[src/source/vga_pkg.sv]
package vga_pkg;

	typedef logic [9:0] coord_t;	// Pixel column or row
	typedef logic [7:0] color_t;	// One colour channel

	typedef struct packed {
		color_t r;	// Red
		color_t g;	// Green
		color_t b;	// Blue
	} rgb_t;	// 24 bits

	// Raster position plus the sync state generated for it
	typedef struct packed {
		coord_t x;	// Column, counts through porches too
		coord_t y;	// Row
		logic active;	// Inside visible area
		logic hs;	// Horizontal sync, active low
		logic vs;	// Vertical sync, active low
		logic frame_start;	// High at 0,0 only
	} pixel_pos_t;	// 24 bits

	localparam rgb_t RGB_BLACK = '{r: 8'h00, g: 8'h00, b: 8'h00};	// Porches and sync
	localparam rgb_t RGB_WHITE = '{r: 8'hff, g: 8'hff, b: 8'hff};

endpackage
[src/source/game_pkg.sv]
package game_pkg;

	typedef enum logic [2:0] {
		SCR_LOGO,	// Power-up screen
		SCR_READY,	// Get ready
		SCR_PLAY,	// Markers and snitch visible
		SCR_TIMES_UP,	// Entered by the play timer too
		SCR_BOARD	// Leaderboard
	} screen_e;

	typedef enum logic [2:0] {
		HOUSE_NONE,	// No key held, white marker
		HOUSE_G,
		HOUSE_S,
		HOUSE_H,
		HOUSE_R
	} house_e;

	typedef struct packed {
		logic g;	// Highest priority
		logic s;
		logic h;
		logic r;	// Lowest priority
	} house_keys_t;

	typedef logic [15:0] ir_reading_t;	// [7:0] column, [15:8] row

	typedef struct packed {
		ir_reading_t reading;	// Wand position
		house_keys_t keys;	// Colour buttons
	} player_in_t;	// 20 bits

	typedef struct packed {
		logic hit;	// Pixel inside marker
		vga_pkg::rgb_t color;	// Marker colour
	} sprite_t;	// 25 bits

	localparam vga_pkg::rgb_t SNITCH_GOLD = '{r: 8'hff, g: 8'hd7, b: 8'h00};

	function automatic vga_pkg::rgb_t house_color(input house_e house);
		case (house)
			HOUSE_G: return '{r: 8'hff, g: 8'h00, b: 8'h00};	// Red
			HOUSE_S: return '{r: 8'h00, g: 8'hff, b: 8'h00};	// Green
			HOUSE_H: return '{r: 8'hff, g: 8'hff, b: 8'h00};	// Yellow
			HOUSE_R: return '{r: 8'h00, g: 8'h00, b: 8'hff};	// Blue
			default: return vga_pkg::RGB_WHITE;	// No house chosen
		endcase
	endfunction

	function automatic vga_pkg::rgb_t screen_color(input screen_e screen);
		case (screen)
			SCR_LOGO: return '{r: 8'h20, g: 8'h20, b: 8'h60};	// Navy
			SCR_READY: return '{r: 8'h00, g: 8'ha0, b: 8'ha0};	// Teal
			SCR_PLAY: return '{r: 8'h10, g: 8'h40, b: 8'h10};	// Pitch green
			SCR_TIMES_UP: return '{r: 8'ha0, g: 8'h20, b: 8'h20};	// Dark red
			default: return '{r: 8'h40, g: 8'h40, b: 8'h40};	// Board grey
		endcase
	endfunction

endpackage

[src/source/graphics.sv]
`timescale 1ns/1ps

module graphics #(
	parameter int H_ACTIVE = 640,	// Raster, 640x480 by default
	parameter int H_FRONT = 16,
	parameter int H_SYNC = 96,
	parameter int H_BACK = 48,
	parameter int V_ACTIVE = 480,
	parameter int V_FRONT = 10,
	parameter int V_SYNC = 2,
	parameter int V_BACK = 33,
	parameter int NUM_PLAYERS = 2,	// Renderer copies
	parameter int MARKER_SIZE = 8,
	parameter int PLAY_FRAMES = 3600,	// 60 s at 60 Hz
	parameter int SNITCH_FRAMES = 600,	// Last 10 s
	parameter int SNITCH_X = 312,
	parameter int SNITCH_Y = 232,
	parameter int SNITCH_SIZE = 16
) (
	input logic clock,
	input logic reset,
	input game_pkg::player_in_t player_1,
	input game_pkg::player_in_t player_2,	// Also feeds players past the second
	input logic two_player_mode,	// Second marker on
	input logic cmd_req,
	input game_pkg::screen_e cmd_screen,
	output logic cmd_ack,
	output vga_pkg::rgb_t rgb,
	output logic hs,
	output logic vs,
	output logic blank
);

	import vga_pkg::*;
	import game_pkg::*;

	pixel_pos_t pos;	// Shared raster position
	sprite_t sprites [NUM_PLAYERS];	// One per renderer
	screen_e screen;
	logic snitch_on;

	vga_timing #(
		.H_ACTIVE(H_ACTIVE), .H_FRONT(H_FRONT), .H_SYNC(H_SYNC), .H_BACK(H_BACK),
		.V_ACTIVE(V_ACTIVE), .V_FRONT(V_FRONT), .V_SYNC(V_SYNC), .V_BACK(V_BACK)
	) i_vga_timing (.clock(clock), .reset(reset), .pos(pos));

	for (genvar i = 0; i < NUM_PLAYERS; i++) begin : g_player
		player_sprite #(.MARKER_SIZE(MARKER_SIZE)) i_player_sprite (
			.clock(clock),
			.reset(reset),
			.pos(pos),
			.player(i == 0 ? player_1 : player_2),
			.enable(i == 0 ? 1'b1 : two_player_mode),	// Player 1 always shown
			.sprite(sprites[i])
		);
	end

	screen_sequencer #(.PLAY_FRAMES(PLAY_FRAMES), .SNITCH_FRAMES(SNITCH_FRAMES)) i_sequencer (
		.clock(clock), .reset(reset), .pos(pos),
		.cmd_req(cmd_req), .cmd_screen(cmd_screen), .cmd_ack(cmd_ack),
		.screen(screen), .snitch_on(snitch_on)
	);

	pixel_mixer #(
		.NUM_PLAYERS(NUM_PLAYERS), .SNITCH_X(SNITCH_X), .SNITCH_Y(SNITCH_Y),
		.SNITCH_SIZE(SNITCH_SIZE)
	) i_mixer (
		.clock(clock), .reset(reset), .pos(pos), .sprites(sprites),
		.screen(screen), .snitch_on(snitch_on),
		.rgb(rgb), .hs(hs), .vs(vs), .blank(blank)
	);

endmodule

[src/source/pixel_mixer.sv]
`timescale 1ns/1ps

module pixel_mixer #(
	parameter int NUM_PLAYERS = 2,
	parameter int SNITCH_X = 312,	// Snitch top-left column
	parameter int SNITCH_Y = 232,	// Snitch top-left row
	parameter int SNITCH_SIZE = 16
) (
	input logic clock,
	input logic reset,
	input vga_pkg::pixel_pos_t pos,	// Same pixel the sprites saw
	input game_pkg::sprite_t sprites [NUM_PLAYERS],	// One stage behind pos
	input game_pkg::screen_e screen,
	input logic snitch_on,
	output vga_pkg::rgb_t rgb,	// Two stages behind pos
	output logic hs,
	output logic vs,
	output logic blank	// Low while blanking
);

	import vga_pkg::*;
	import game_pkg::*;

	localparam coord_t SX0 = coord_t'(SNITCH_X);
	localparam coord_t SX1 = coord_t'(SNITCH_X + SNITCH_SIZE);
	localparam coord_t SY0 = coord_t'(SNITCH_Y);
	localparam coord_t SY1 = coord_t'(SNITCH_Y + SNITCH_SIZE);

	pixel_pos_t pos_d;	// Aligned with sprite registers
	screen_e screen_d;
	logic snitch_d;
	logic snitch_hit;	// Pixel inside snitch square
	rgb_t pixel;	// Next output colour

	always_ff @(posedge clock) begin
		pos_d <= pos;	// Payload delay
	end

	always_ff @(posedge clock) begin
		if (reset) begin
			screen_d <= SCR_LOGO;
			snitch_d <= 1'b0;
		end else begin
			screen_d <= screen;	// Keeps screen change two clocks from rgb
			snitch_d <= snitch_on;
		end
	end

	assign snitch_hit = snitch_d && (pos_d.x >= SX0) && (pos_d.x < SX1) &&
		(pos_d.y >= SY0) && (pos_d.y < SY1);

	// Layering, snitch on top, then lowest player index
	always_comb begin
		pixel = screen_color(screen_d);	// Background
		if (screen_d == SCR_PLAY) begin
			for (int i = NUM_PLAYERS - 1; i >= 0; i--) begin
				if (sprites[i].hit) pixel = sprites[i].color;	// Lower index overwrites
			end
			if (snitch_hit) pixel = SNITCH_GOLD;
		end
		if (!pos_d.active) pixel = RGB_BLACK;	// Porches and sync
	end

	always_ff @(posedge clock) begin
		if (reset) begin
			rgb <= RGB_BLACK;
			hs <= 1'b1;	// Sync idle
			vs <= 1'b1;
			blank <= 1'b1;
		end else begin
			rgb <= pixel;
			hs <= pos_d.hs;
			vs <= pos_d.vs;
			blank <= pos_d.active;
		end
	end

endmodule

[src/source/screen_sequencer.sv]
`timescale 1ns/1ps

module screen_sequencer #(
	parameter int PLAY_FRAMES = 3600,	// Round length in frames
	parameter int SNITCH_FRAMES = 600	// Snitch shown for the last frames
) (
	input logic clock,
	input logic reset,
	input vga_pkg::pixel_pos_t pos,	// Only frame_start used
	input logic cmd_req,	// Host request
	input game_pkg::screen_e cmd_screen,	// Held while cmd_req high
	output logic cmd_ack,
	output game_pkg::screen_e screen,	// Current screen
	output logic snitch_on	// Snitch power-up visible
);

	import game_pkg::*;

	localparam int CNT_W = $clog2(PLAY_FRAMES + 1);
	localparam logic [CNT_W-1:0] LAST_FRAME = CNT_W'(PLAY_FRAMES - 1);
	localparam logic [CNT_W-1:0] SNITCH_START = CNT_W'(PLAY_FRAMES - SNITCH_FRAMES);

	typedef enum logic {
		IDLE,	// Waiting for cmd_req
		ACKED	// Waiting for cmd_req to drop
	} state_e;

	state_e state;
	logic accept;	// Command taken this cycle
	logic [CNT_W-1:0] frame_cnt;	// Frames since entering play

	assign accept = (state == IDLE) && cmd_req;

	// Four-phase handshake
	always_ff @(posedge clock) begin
		if (reset) begin
			state <= IDLE;
		end else begin
			case (state)
				IDLE: if (cmd_req) state <= ACKED;
				ACKED: if (!cmd_req) state <= IDLE;
				default: state <= IDLE;
			endcase
		end
	end

	assign cmd_ack = (state == ACKED);	// Rises with the screen load

	// Screen register and play timer
	always_ff @(posedge clock) begin
		if (reset) begin
			screen <= SCR_LOGO;
			frame_cnt <= '0;
		end else if (accept) begin
			screen <= cmd_screen;	// Host wins over timer
			frame_cnt <= '0;
		end else if (screen != SCR_PLAY) begin
			frame_cnt <= '0;	// Timer idle off play
		end else if (pos.frame_start) begin
			if (frame_cnt == LAST_FRAME) begin
				screen <= SCR_TIMES_UP;	// Round over
				frame_cnt <= '0;
			end else begin
				frame_cnt <= frame_cnt + 1'b1;
			end
		end
	end

	assign snitch_on = (screen == SCR_PLAY) && (frame_cnt >= SNITCH_START);

	// Ack released only once the host has let go
	assert property (@(posedge clock) disable iff (reset) $fell(cmd_ack) |-> !$past(cmd_req))
	else $error("screen_sequencer cmd_ack fell while cmd_req high");

endmodule

[src/source/player_sprite.sv]
`timescale 1ns/1ps

module player_sprite #(
	parameter int MARKER_SIZE = 8	// Square edge in pixels
) (
	input logic clock,
	input logic reset,
	input vga_pkg::pixel_pos_t pos,	// Current raster position
	input game_pkg::player_in_t player,	// Wand reading and keys
	input logic enable,	// Marker shown
	output game_pkg::sprite_t sprite	// One stage behind pos
);

	import vga_pkg::*;
	import game_pkg::*;

	localparam coord_t SIZE = coord_t'(MARKER_SIZE);

	house_e house;	// Decoded key choice
	coord_t left;	// Marker top-left column
	coord_t top;	// Marker top-left row
	logic in_x;	// Column within square
	logic in_y;	// Row within square
	logic hit_d;	// Next hit
	logic hit_q;
	rgb_t color_q;	// House colour, no reset

	// Priority G, S, H, R
	always_comb begin
		if (player.keys.g) begin
			house = HOUSE_G;
		end else if (player.keys.s) begin
			house = HOUSE_S;
		end else if (player.keys.h) begin
			house = HOUSE_H;
		end else if (player.keys.r) begin
			house = HOUSE_R;
		end else begin
			house = HOUSE_NONE;	// White marker
		end
	end

	assign left = coord_t'(player.reading[7:0]);	// Low byte column
	assign top = coord_t'(player.reading[15:8]);	// High byte row
	assign in_x = (pos.x >= left) && (pos.x < left + SIZE);
	assign in_y = (pos.y >= top) && (pos.y < top + SIZE);
	assign hit_d = enable && pos.active && in_x && in_y;

	always_ff @(posedge clock) begin
		if (reset) begin
			hit_q <= 1'b0;
		end else begin
			hit_q <= hit_d;
		end
	end

	always_ff @(posedge clock) begin
		color_q <= house_color(house);	// Looked up every pixel
	end

	assign sprite.hit = hit_q;
	assign sprite.color = color_q;

	// Registered hit traces back to a visible pixel
	assert property (@(posedge clock) disable iff (reset) $rose(sprite.hit) |-> $past(pos.active))
	else $error("player_sprite hit outside active area");

endmodule

[src/source/vga_timing.sv]
`timescale 1ns/1ps

module vga_timing #(
	parameter int H_ACTIVE = 640,	// Visible columns
	parameter int H_FRONT = 16,
	parameter int H_SYNC = 96,
	parameter int H_BACK = 48,
	parameter int V_ACTIVE = 480,	// Visible rows
	parameter int V_FRONT = 10,
	parameter int V_SYNC = 2,
	parameter int V_BACK = 33
) (
	input logic clock,
	input logic reset,
	output vga_pkg::pixel_pos_t pos	// Combinational from counters
);

	import vga_pkg::*;

	// Window edges in counter width
	localparam coord_t H_VIS_END = coord_t'(H_ACTIVE);
	localparam coord_t H_SYNC_START = coord_t'(H_ACTIVE + H_FRONT);
	localparam coord_t H_SYNC_END = coord_t'(H_ACTIVE + H_FRONT + H_SYNC);
	localparam coord_t H_LAST = coord_t'(H_ACTIVE + H_FRONT + H_SYNC + H_BACK - 1);
	localparam coord_t V_VIS_END = coord_t'(V_ACTIVE);
	localparam coord_t V_SYNC_START = coord_t'(V_ACTIVE + V_FRONT);
	localparam coord_t V_SYNC_END = coord_t'(V_ACTIVE + V_FRONT + V_SYNC);
	localparam coord_t V_LAST = coord_t'(V_ACTIVE + V_FRONT + V_SYNC + V_BACK - 1);

	coord_t x_q;	// Column counter
	coord_t y_q;	// Row counter
	logic line_end;	// Last column of a line

	assign line_end = (x_q == H_LAST);

	always_ff @(posedge clock) begin
		if (reset) begin
			x_q <= '0;	// Start at top-left
			y_q <= '0;
		end else if (line_end) begin
			x_q <= '0;	// Wrap column
			if (y_q == V_LAST) begin
				y_q <= '0;	// Wrap frame
			end else begin
				y_q <= y_q + 1'b1;
			end
		end else begin
			x_q <= x_q + 1'b1;
		end
	end

	always_comb begin
		pos.x = x_q;
		pos.y = y_q;
		pos.active = (x_q < H_VIS_END) && (y_q < V_VIS_END);
		pos.hs = !((x_q >= H_SYNC_START) && (x_q < H_SYNC_END));	// Low in sync window
		pos.vs = !((y_q >= V_SYNC_START) && (y_q < V_SYNC_END));
		pos.frame_start = (x_q == '0) && (y_q == '0);	// One pulse per frame
	end

	// Column counter never passes the line total
	assert property (@(posedge clock) disable iff (reset) x_q <= H_LAST)
	else $error("vga_timing column counter out of range");

	// Frame pulse only where the last row wraps back to row zero
	assert property (@(posedge clock) disable iff (reset)
		$rose(pos.frame_start) |-> $past(line_end) && ($past(y_q) == V_LAST))
	else $error("vga_timing frame_start without a frame wrap");

endmodule

[config.mk]
export PLATFORM = sky130hd
export DESIGN_NAME = graphics
export DESIGN_NICKNAME = d
export VERILOG_FILES = /design/src/source/vga_pkg.sv /design/src/source/game_pkg.sv /design/src/source/graphics.sv /design/src/source/pixel_mixer.sv /design/src/source/screen_sequencer.sv /design/src/source/player_sprite.sv /design/src/source/vga_timing.sv
export SDC_FILE = /design/constraint.sdc
export NUM_CORES = 1
export LEC_CHECK = 0
export ABC_AREA = 1
export BUFFER_PORTS_ARGS = -buffer_cell sky130_fd_sc_hd__buf_2
export CAP_MARGIN = 20
export CORE_MARGIN = 2
export CORE_UTILIZATION = 52
export DETAILED_ROUTE_END_ITERATION = 7
export PLACE_DENSITY = 0.84
export SKIP_LAST_GASP = 1
export SLEW_MARGIN = 15
export SYNTH_ARGS = -nofsm -noshare
export SYNTH_HDL_FRONTEND = slang
export SYNTH_SLANG_ARGS = --single-unit
[constraint.sdc]
create_clock -name clock -period 1.5 [get_ports clock]
set_input_delay 0.3 -clock clock [delete_from_list [all_inputs] [get_ports clock]]
set_output_delay 0.3 -clock clock [all_outputs]
set_load 0.01 [all_outputs]
# Yosys cells after proc, flatten, opt, wreduce, memory -nomap -nowiden
# Cells that the tools add are included.
# op_classes
addsub	7
n_lt_le_gt_ge	19
n_eq_ne	17
mux	22
bitwise	2
n_reduce_logical	30
# op_table
cell	n
24-bit case mux with 4 select lines	3
24-bit two-way mux	4
10-bit by 8-bit >= comparator with 1-bit output	4
10-bit less-than comparator	4
8-bit by 4-bit adder with 9-bit output (second input constant)	4
3-bit two-way mux	12
10-bit by 9-bit less-than comparator with 1-bit output (second input constant)	3
3-bit by 2-bit equality test with 1-bit output (second input constant)	7
10-bit by 1-bit adder with 10-bit output (second input constant)	2
10-bit equality test (second input constant)	2
10-bit by 9-bit >= comparator with 1-bit output (second input constant)	2
10-bit zero test	2
10-bit less-than comparator (second input constant)	2
1-bit logical AND	19
12-bit by 1-bit adder with 12-bit output (second input constant)	1
12-bit equality test (second input constant)	1
12-bit >= comparator (second input constant)	1
12-bit two-way mux	1
10-bit >= comparator (second input constant)	1
10-bit by 8-bit >= comparator with 1-bit output (second input constant)	1
10-bit by 8-bit less-than comparator with 1-bit output (second input constant)	1
10-bit two-way mux	1
3-bit by 1-bit equality test with 1-bit output (second input constant)	3
3-bit equality test (second input constant)	2
other kinds (10)	14
# word_totals
register_bits	140
inputBits	47
output_inout_bits	28
elab_cells	123

# Logic depth before layout (Yosys ltp)
# Gate-level depths: netlist (run 1).
# logic_depth
depth_word	7
depth_mapped	14
ltp_nobuf	14

# Hierarchy
# From an unflattened synthesis (run 1), not the netlist that was laid out.
# unflattened
hier_cells	881
hier_area_um2	6224.7
# by_module_without_submodules
module	n_inst	cells_each	area_each_um2	seq_area_each_um2
player_sprite	2	186	1246.2	80.1
pixel_mixer	1	196	1689.1	960.9
vga_timing	1	182	1191.1	400.4
screen_sequencer	1	130	848.3	320.3
graphics	1	1	3.8	0.0

# Worst setup path after synthesis (run 1)
# OpenSTA, ideal clock, no wires.
# synth_timing
kind	input-to-reg
startpoint	in player_2[7] in the netlist's numbering
endpoint	reg g_player[1].i_player_sprite.hit_q
setup_time_ps	64
arrival_time_ps	1465
required_time_ps	1436
path_slack_ps	-29
stages	9
n_path_buf	0
cell_sequence	ha_1 > nand3_1 > xor2_1 > ha_1 > a21oi_1 > nor2_1 > nor3_1 > nand3_1 > nor2_1
# synth_between
elab_chain_cells	5
# synth_rtl
element	line_no	rtl
start: declaration	graphics.sv:23	input game_pkg::player_in_t player_2,
8-bit by 4-bit adder with 9-bit output	player_sprite.sv:45	assign in_x = (pos.x >= left) && (pos.x < left + SIZE);
10-bit less-than comparator	player_sprite.sv:45	
1-bit logical AND (*)	player_sprite.sv:45	
1-bit logical AND (*) (2 in a row)	player_sprite.sv:47	assign hit_d = enable && pos.active && in_x && in_y;
end signal: assignment	player_sprite.sv:53	hit_q <= hit_d;
end: declaration	player_sprite.sv:25	logic hit_q;
# Every way passes the cells marked *; elsewhere a longest branch is shown, timed or not.
# A chain may end at the register's enable or synchronous reset.

# Final worst setup path (run 1)
# layout_timing
startpoint	reg i_vga_timing.y_q[4]
endpoint	reg i_vga_timing.y_q[3]
# layout_between
elab_chain_cells	2
# layout_rtl
element	line_no	rtl
start: declaration	vga_timing.sv:31	coord_t y_q;
start signal: assignment	vga_timing.sv:45	y_q <= y_q + 1'b1;
10-bit equality test	vga_timing.sv:42	if (y_q == V_LAST) begin
10-bit two-way mux	vga_timing.sv:42	
# Every way passes these cells.

==> results.ini, run 1 <==
[clocking]
numClockSinks=83
cts_made_buffers=9
max-clock-path-buffers=2
clk_pin_slew_worst_paths_ns=0.10
cts.root.buffer_cell=clkbuf_8
cts.hold.buffers_added=0
htreeDepth=3
tritoncts=yes
clk-insertion-delay-late_ns=0.37

[die]
die-height_um=105.5
row_count=37
floorplan_core_area_um2=10180
horizontal_die_dimension_um=105.5
dieArea_um2=11130
initial_core_util_pct=52.60
top_level_ports=75

[sta]
grt_setup_unrepaired=yes
final-setup-viol-count=0
post-route-worst-setup-slack_ns=0.01825
finalMaxSlewViolations=0
final.setup_skew_ns=0.009731
hold_violation_count_in_the_final_report=0
slew-limit-headroom_pct=75.82
post-route-period-util_pct=98.78
final_period_minus_worst_setup_slack_ns=1.482
final.setup.tns_ns=0
worstMarginPinSlew_ns=0.3596
max_freq_mhz=674.9

[final_layout]
final_net_count=1013
design_area_um2=6867
multi_input_gate_area_um2=3395
syn2layout_area_growth_pct=28.16
ff_latch_area_um2=1698
n_fill_cell=820
layout-drive-gt1-share_pct=27.85
n_antenna_cell=0

[yosys]
yosysWarnings=0
synthesized_flop_and_latch_total=83
syn_nets=875
synth_cell_type_count=36
synth.avg_cell_area_um2=7.031
synth_area_um2=5358
post_synth_inst_count=762
sequential_area_share_after_synthesis_pct=31.01
synthTopCellsByArea=dfxtp_1, ha_1, nand2_1, inv_1, nor2_1
synth_top_area_share_pct=31.01
synth_top_area_cell=dfxtp_1

[global_routing]
number_of_antenna_violations_at_the_first_check_in_global_routing=0
number_of_global_route_vias_before_repair=5053
combined_global_route_utilization_of_all_metal_layers_pct=22.91
grt_max_degree=19
grt_pass1_wl_mm=21.09
globalRoute.totalOverflow=0

[drt]
first_iter_violations=262
viasPerCell=5.253
route.antenna.remaining_nets=0
drcViolationCount=0
wl_per_cell_um=12.97
vias=5468
route.final.wire_length_mm=13.50
drt-pass1-iter-count=5

[power_and_ir_drop]
power.density_cell_area_nw_per_um2=656.6
total_leakage_power_nw=3.454
vdd_ir_drop_max_mv=0.4945

[critical_path]
worst_setup_path_start_kind=flip-flop
cp_data_required_time_ns=1.77
timing.setup.critical_path_class=reg2reg
worstPathArrival_ns=1.75
crit_path_max_fanout=7
setup.worst_path.start=i_vga_timing.y_q[4]$_SDFFE_PP0P_
regToRegStartpoint=i_vga_timing.y_q[4]$_SDFFE_PP0P_
end_kind=flip-flop

[placement]
place_area_um2=6289
post-dp-hpwl_mm=9.650
place_ws_ns=-0.2171
place.gp.congestion=0.9320
buffer_ports.inserted=74

[min_path]
hold_path_startpoint=player_2[3]
hold_class=in2reg

[job]
max_cap_violations=0

[outcome]
result_of_the_run=complete, no violations

## worst max-delay path, cell delays in order (launching register included)
cell and delay (ns):
dfxtp_4 0.40, nor2_2 0.12, nand3_2 0.14, inv_2 0.11, buf_4 0.11, nand4_1 0.14
nand2_2 0.11, nand2_2 0.09, nand3_1 0.10, inv_1 0.05
## through the flow
stage | hold slack [ns] | total power [W] | std cells | util, %
floorplan | 0.3691 | 0.002655 | 762 | -
global placement | 0.4003 | 0.002862 | 1021 | 61.74
detailed placement | 0.3968 | 0.002886 | 1021 | 61.74
CTS | 0.08919 | 0.004474 | 1038 | 64.14
global route | 0.08994 | 0.004729 | 1041 | 67.42
finish | 0.1004 | 0.004509 | 1041 | 67.42
## cell usage in the layout, fill, tap and decap left out, types with 6 or more instances in the layout
cell type	instances
nand2_1	143
inv_1	124
nor2_1	75
buf_2	74
dfxtp_1	66
buf_4	58
ha_1	54
nand3_1	53
a21oi_1	44
nand4_1	23
nor3_1	18
nor2_2	12
nand2_2	12
ha_4	12
xor2_1	11
o21ai_0	11
dfxtp_2	11
inv_2	10
clkbuf_8	9
nor2_4	7
xnor2_1	6
o21ai_1	6
dfxtp_4	6
## per-layer routing
| layer | vias up | routed length (µm) | track usage [%] |
|---|---|---|---|
| li1 | 2731 | - | - |
| met5 | - | 0 | 0 |
| met4 | 0 | 286 | 7.519 |
| met1 | 2515 | 5622 | 27.09 |
| met2 | 192 | 6811 | 42.07 |
| met3 | 30 | 777 | 3.587 |
## worst paths after layout
kind / endpoint / slack [ns] / cells past startpoint
max: i_vga_timing.y_q[3]$_SDFFE_PP0P_ / 0.02 / 9
min: g_player[1].i_player_sprite.sprite[14]$_DFF_P_ / 0.10 / 2
max reg2reg: i_vga_timing.y_q[3]$_SDFFE_PP0P_ / 0.02 / 9
min reg2reg: i_mixer.vs$_SDFF_PP1_ / 0.42 / 1
## timing repair
action | 4_1_cts | 5_1_grt
pin swaps | 6 | 22
endpoints found under the setup margin | 26 | 34
resized for setup | 13 | 81
gates cloned | 1 | 0
buffers inserted | 0 | 3
## area by class of cell
class                      instances  area share (%)
multi-input combinational        530           49.44
tap                              136           2.478
timing repair buffer             139           12.92
clock inverter                     7           1.075
clock buffer                       9           1.804
inverter                         137           7.562
sequential                        83           24.73
## power by group
| group | switching (W) | leakage, nW | total [W] | internal (W) |
|---|---|---|---|---|
| clock | 0.000940 | 0.101 | 0.00160 | 0.000659 |
| sequential | 0.0000209 | 0.684 | 0.00225 | 0.00223 |
| combinational | 0.000377 | 2.67 | 0.000655 | 0.000278 |
## registers in the layout, indices dropped and copies added (netlist names)
signal and flops:
i_mixer.screen_d 3, i_mixer.rgb 15, i_vga_timing.x_q 10, i_mixer.snitch_d 1, i_sequencer.frame_cnt 12, g_player.i_player_sprite.hit_q 2, i_mixer.vs 1, i_mixer.pos_d 17
i_sequencer.screen 3, i_vga_timing.y_q 10, i_mixer.hs 1, g_player.i_player_sprite.sprite 6, i_sequencer.cmd_ack 1, i_mixer.blank 1
## cells by family after synthesis
group | count (synthesis) | share of synthesized area (%)
AOI/OAI and AO/OA | 76 | 7.824
xor gates and xnor gates | 17 | 2.779
adders and majority gates | 66 | 15.41
buffers and inverters | 150 | 11.56
DFF | 83 | 31.01
and+or+nand+nor | 370 | 31.41
## synthesized netlist by cell type, drive strengths merged
master,number
o21bai,4
ha,66
a211oi,4
o211ai,4
nand4,24
o21ai,17
and3,1
xor2,11
clkbuf,1
nor3,21
a31o,1
or2,7
dfxtp,83
inv,136
nor3b,3
clkinv,1
buf,12
nand2,157
a21oi,44
nand3,63
a22oi,1
nor2,93
nand3b,1
o31ai,1
xnor2,6
Note: power is estimated with default switching activity, not from simulation.
==> run 2, diff against run 1 <==
- BUFFER_PORTS_ARGS: -buffer_cell sky130_fd_sc_hd__buf_2 -> -buffer_cell sky130_fd_sc_hd__clkbuf_2
- CORE_UTILIZATION: 52 -> 61
- PLACE_DENSITY: 0.84 -> 0.92
- clock period: 1.5 -> 1.9 ns (I/O delays scaled with it)
==> run 2 against run 1 <==
Clock power shrank 9%. Critical path depth did not move. Routed wire length decreased by 12%. Non-clock buffer count fell by 56. Highest routed layer unchanged.
==> results.ini, run 2 (same netlist as run 1, synthesis figures left out) <==
[sta]
post-route-period-util_pct=89.59
finalMaxSlewViolations=0
final-setup-viol-count=0
final.setup_skew_ns=0.009654
max_freq_mhz=587.5
post-route-worst-setup-slack_ns=0.1978
grt_setup_unrepaired=no
worstMarginPinSlew_ns=0.4500
slew-limit-headroom_pct=69.96
hold_violation_count_in_the_final_report=0
final.setup.tns_ns=0
final_period_minus_worst_setup_slack_ns=1.702

[global_routing]
number_of_antenna_violations_at_the_first_check_in_global_routing=0
combined_global_route_utilization_of_all_metal_layers_pct=25.43
number_of_global_route_vias_before_repair=4802
grt_pass1_wl_mm=20.28
grt_max_degree=17
globalRoute.totalOverflow=0

[placement]
place_ws_ns=0.02689
place.gp.congestion=0.9152
post-dp-hpwl_mm=9.104
buffer_ports.inserted=74

[final_layout]
final_net_count=956
multi_input_gate_area_um2=3077
largest_register_ffs=17
reg.largest.list=i_mixer.pos_d: 17 flops, i_mixer.rgb: 15 flops, i_sequencer.frame_cnt: 12 flops
max_flop_register=i_mixer.pos_d
syn2layout_area_growth_pct=13.08
ff_latch_area_um2=1662
n_fill_cell=680
final_common_cell=nand2_1
layout.cells.most_common_list=nand2_1, inv_1, nor2_1, dfxtp_1, clkbuf_2
layout-drive-gt1-share_pct=15.21
n_antenna_cell=0

[die]
floorplan_core_area_um2=8636
die-height_um=97.72
row_count=34
initial_core_util_pct=62.04
top_level_ports=75
horizontal_die_dimension_um=97.72
dieArea_um2=9548

[critical_path]
timing.setup.critical_path_class=reg2reg
crit_path_max_fanout=9
worst_setup_path_start_kind=flip-flop
worstPathArrival_ns=1.95
cp_data_required_time_ns=2.15
end_kind=flip-flop

[drt]
first_iter_violations=288
viasPerCell=5.366
route.final.wire_length_mm=11.89
wl_per_cell_um=12.44
route.antenna.remaining_nets=0
drcViolationCount=0
drt-pass1-iter-count=5
vias=5130

[clocking]
cts_made_buffers=9
clk-insertion-delay-late_ns=0.36
tritoncts=yes
cts.hold.buffers_added=0
clk_pin_slew_worst_paths_ns=0.09
post_cts_buffers=0
postCtsResizedCells=0
cts.root.buffer_cell=clkbuf_8
htreeDepth=3
numClockSinks=83
max-clock-path-buffers=2

[power_and_ir_drop]
vdd_ir_drop_max_mv=0.4430
power.density_cell_area_nw_per_um2=604.6
total_leakage_power_nw=3.118

[outcome]
result_of_the_run=complete, no violations

[min_path]
hold_class=in2reg

[job]
max_cap_violations=0

run 2: worst paths after layout:
check,slack (ns),end,from,cells after the start
max,0.20,i_sequencer.frame_cnt[11]$_SDFFE_PP0P_,i_vga_timing.y_q[0]$_SDFFE_PP0P_,9
min,0.20,g_player[1].i_player_sprite.sprite[14]$_DFF_P_,player_2[3],2
max reg2reg,0.20,i_sequencer.frame_cnt[11]$_SDFFE_PP0P_,i_vga_timing.y_q[0]$_SDFFE_PP0P_,9
min reg2reg,0.43,i_mixer.hs$_SDFF_PP1_,i_mixer.pos_d[2]$_DFF_P_,1
run 2: area by class of cell:
cell class,count,share of cell area (%)
clock buffers,9,2.045
clock inverters,7,1.797
inverters,137,8.488
multi-input cells,529,50.78
flip-flops and latches,83,27.43
well taps,108,2.230
repair buffers,83,7.228
run 2: report_power, final:
group / total [W] / leakage, nW / switching [W] / internal, W
Sequential: 0.00179 / 0.674 / 0.0000174 / 0.00177
Combinational: 0.000423 / 2.33 / 0.000255 / 0.000168
Clock: 0.00145 / 0.118 / 0.000685 / 0.000767
Total: 0.00366 / 3.12 / 0.000958 / 0.00270
run 2: per-stage QoR:
step	power, W	util [%]	hold WS (ns)	area (µm²)	cells
floorplan	0.002095	-	0.3895	5358	762
global placement	0.002229	67.46	0.3986	5826	940
detailed placement	0.002246	67.46	0.4014	5826	940
CTS	0.003674	70.15	0.1921	6058	956
global route	0.003808	70.15	0.1905	6058	956
finish	0.003663	70.15	0.1966	6058	956
run 2: worst max-delay path, stage by stage (launching register included):
cell	delay, ns
dfxtp_1	0.34
inv_1	0.15
ha_1	0.20
nand3_1	0.09
inv_1	0.11
nand3_1	0.14
nor2_4	0.26
inv_2	0.14
nand2_1	0.09
a21oi_1	0.06
run 2: routing by layer:
metal	part of all wire [%]	track usage, %	up-vias
met5	0	0	-
li1	-	-	2605
met2	50	47.32	187
met1	41	28.82	2304
met3	7.1	6.403	34
met4	1.8	6.838	0
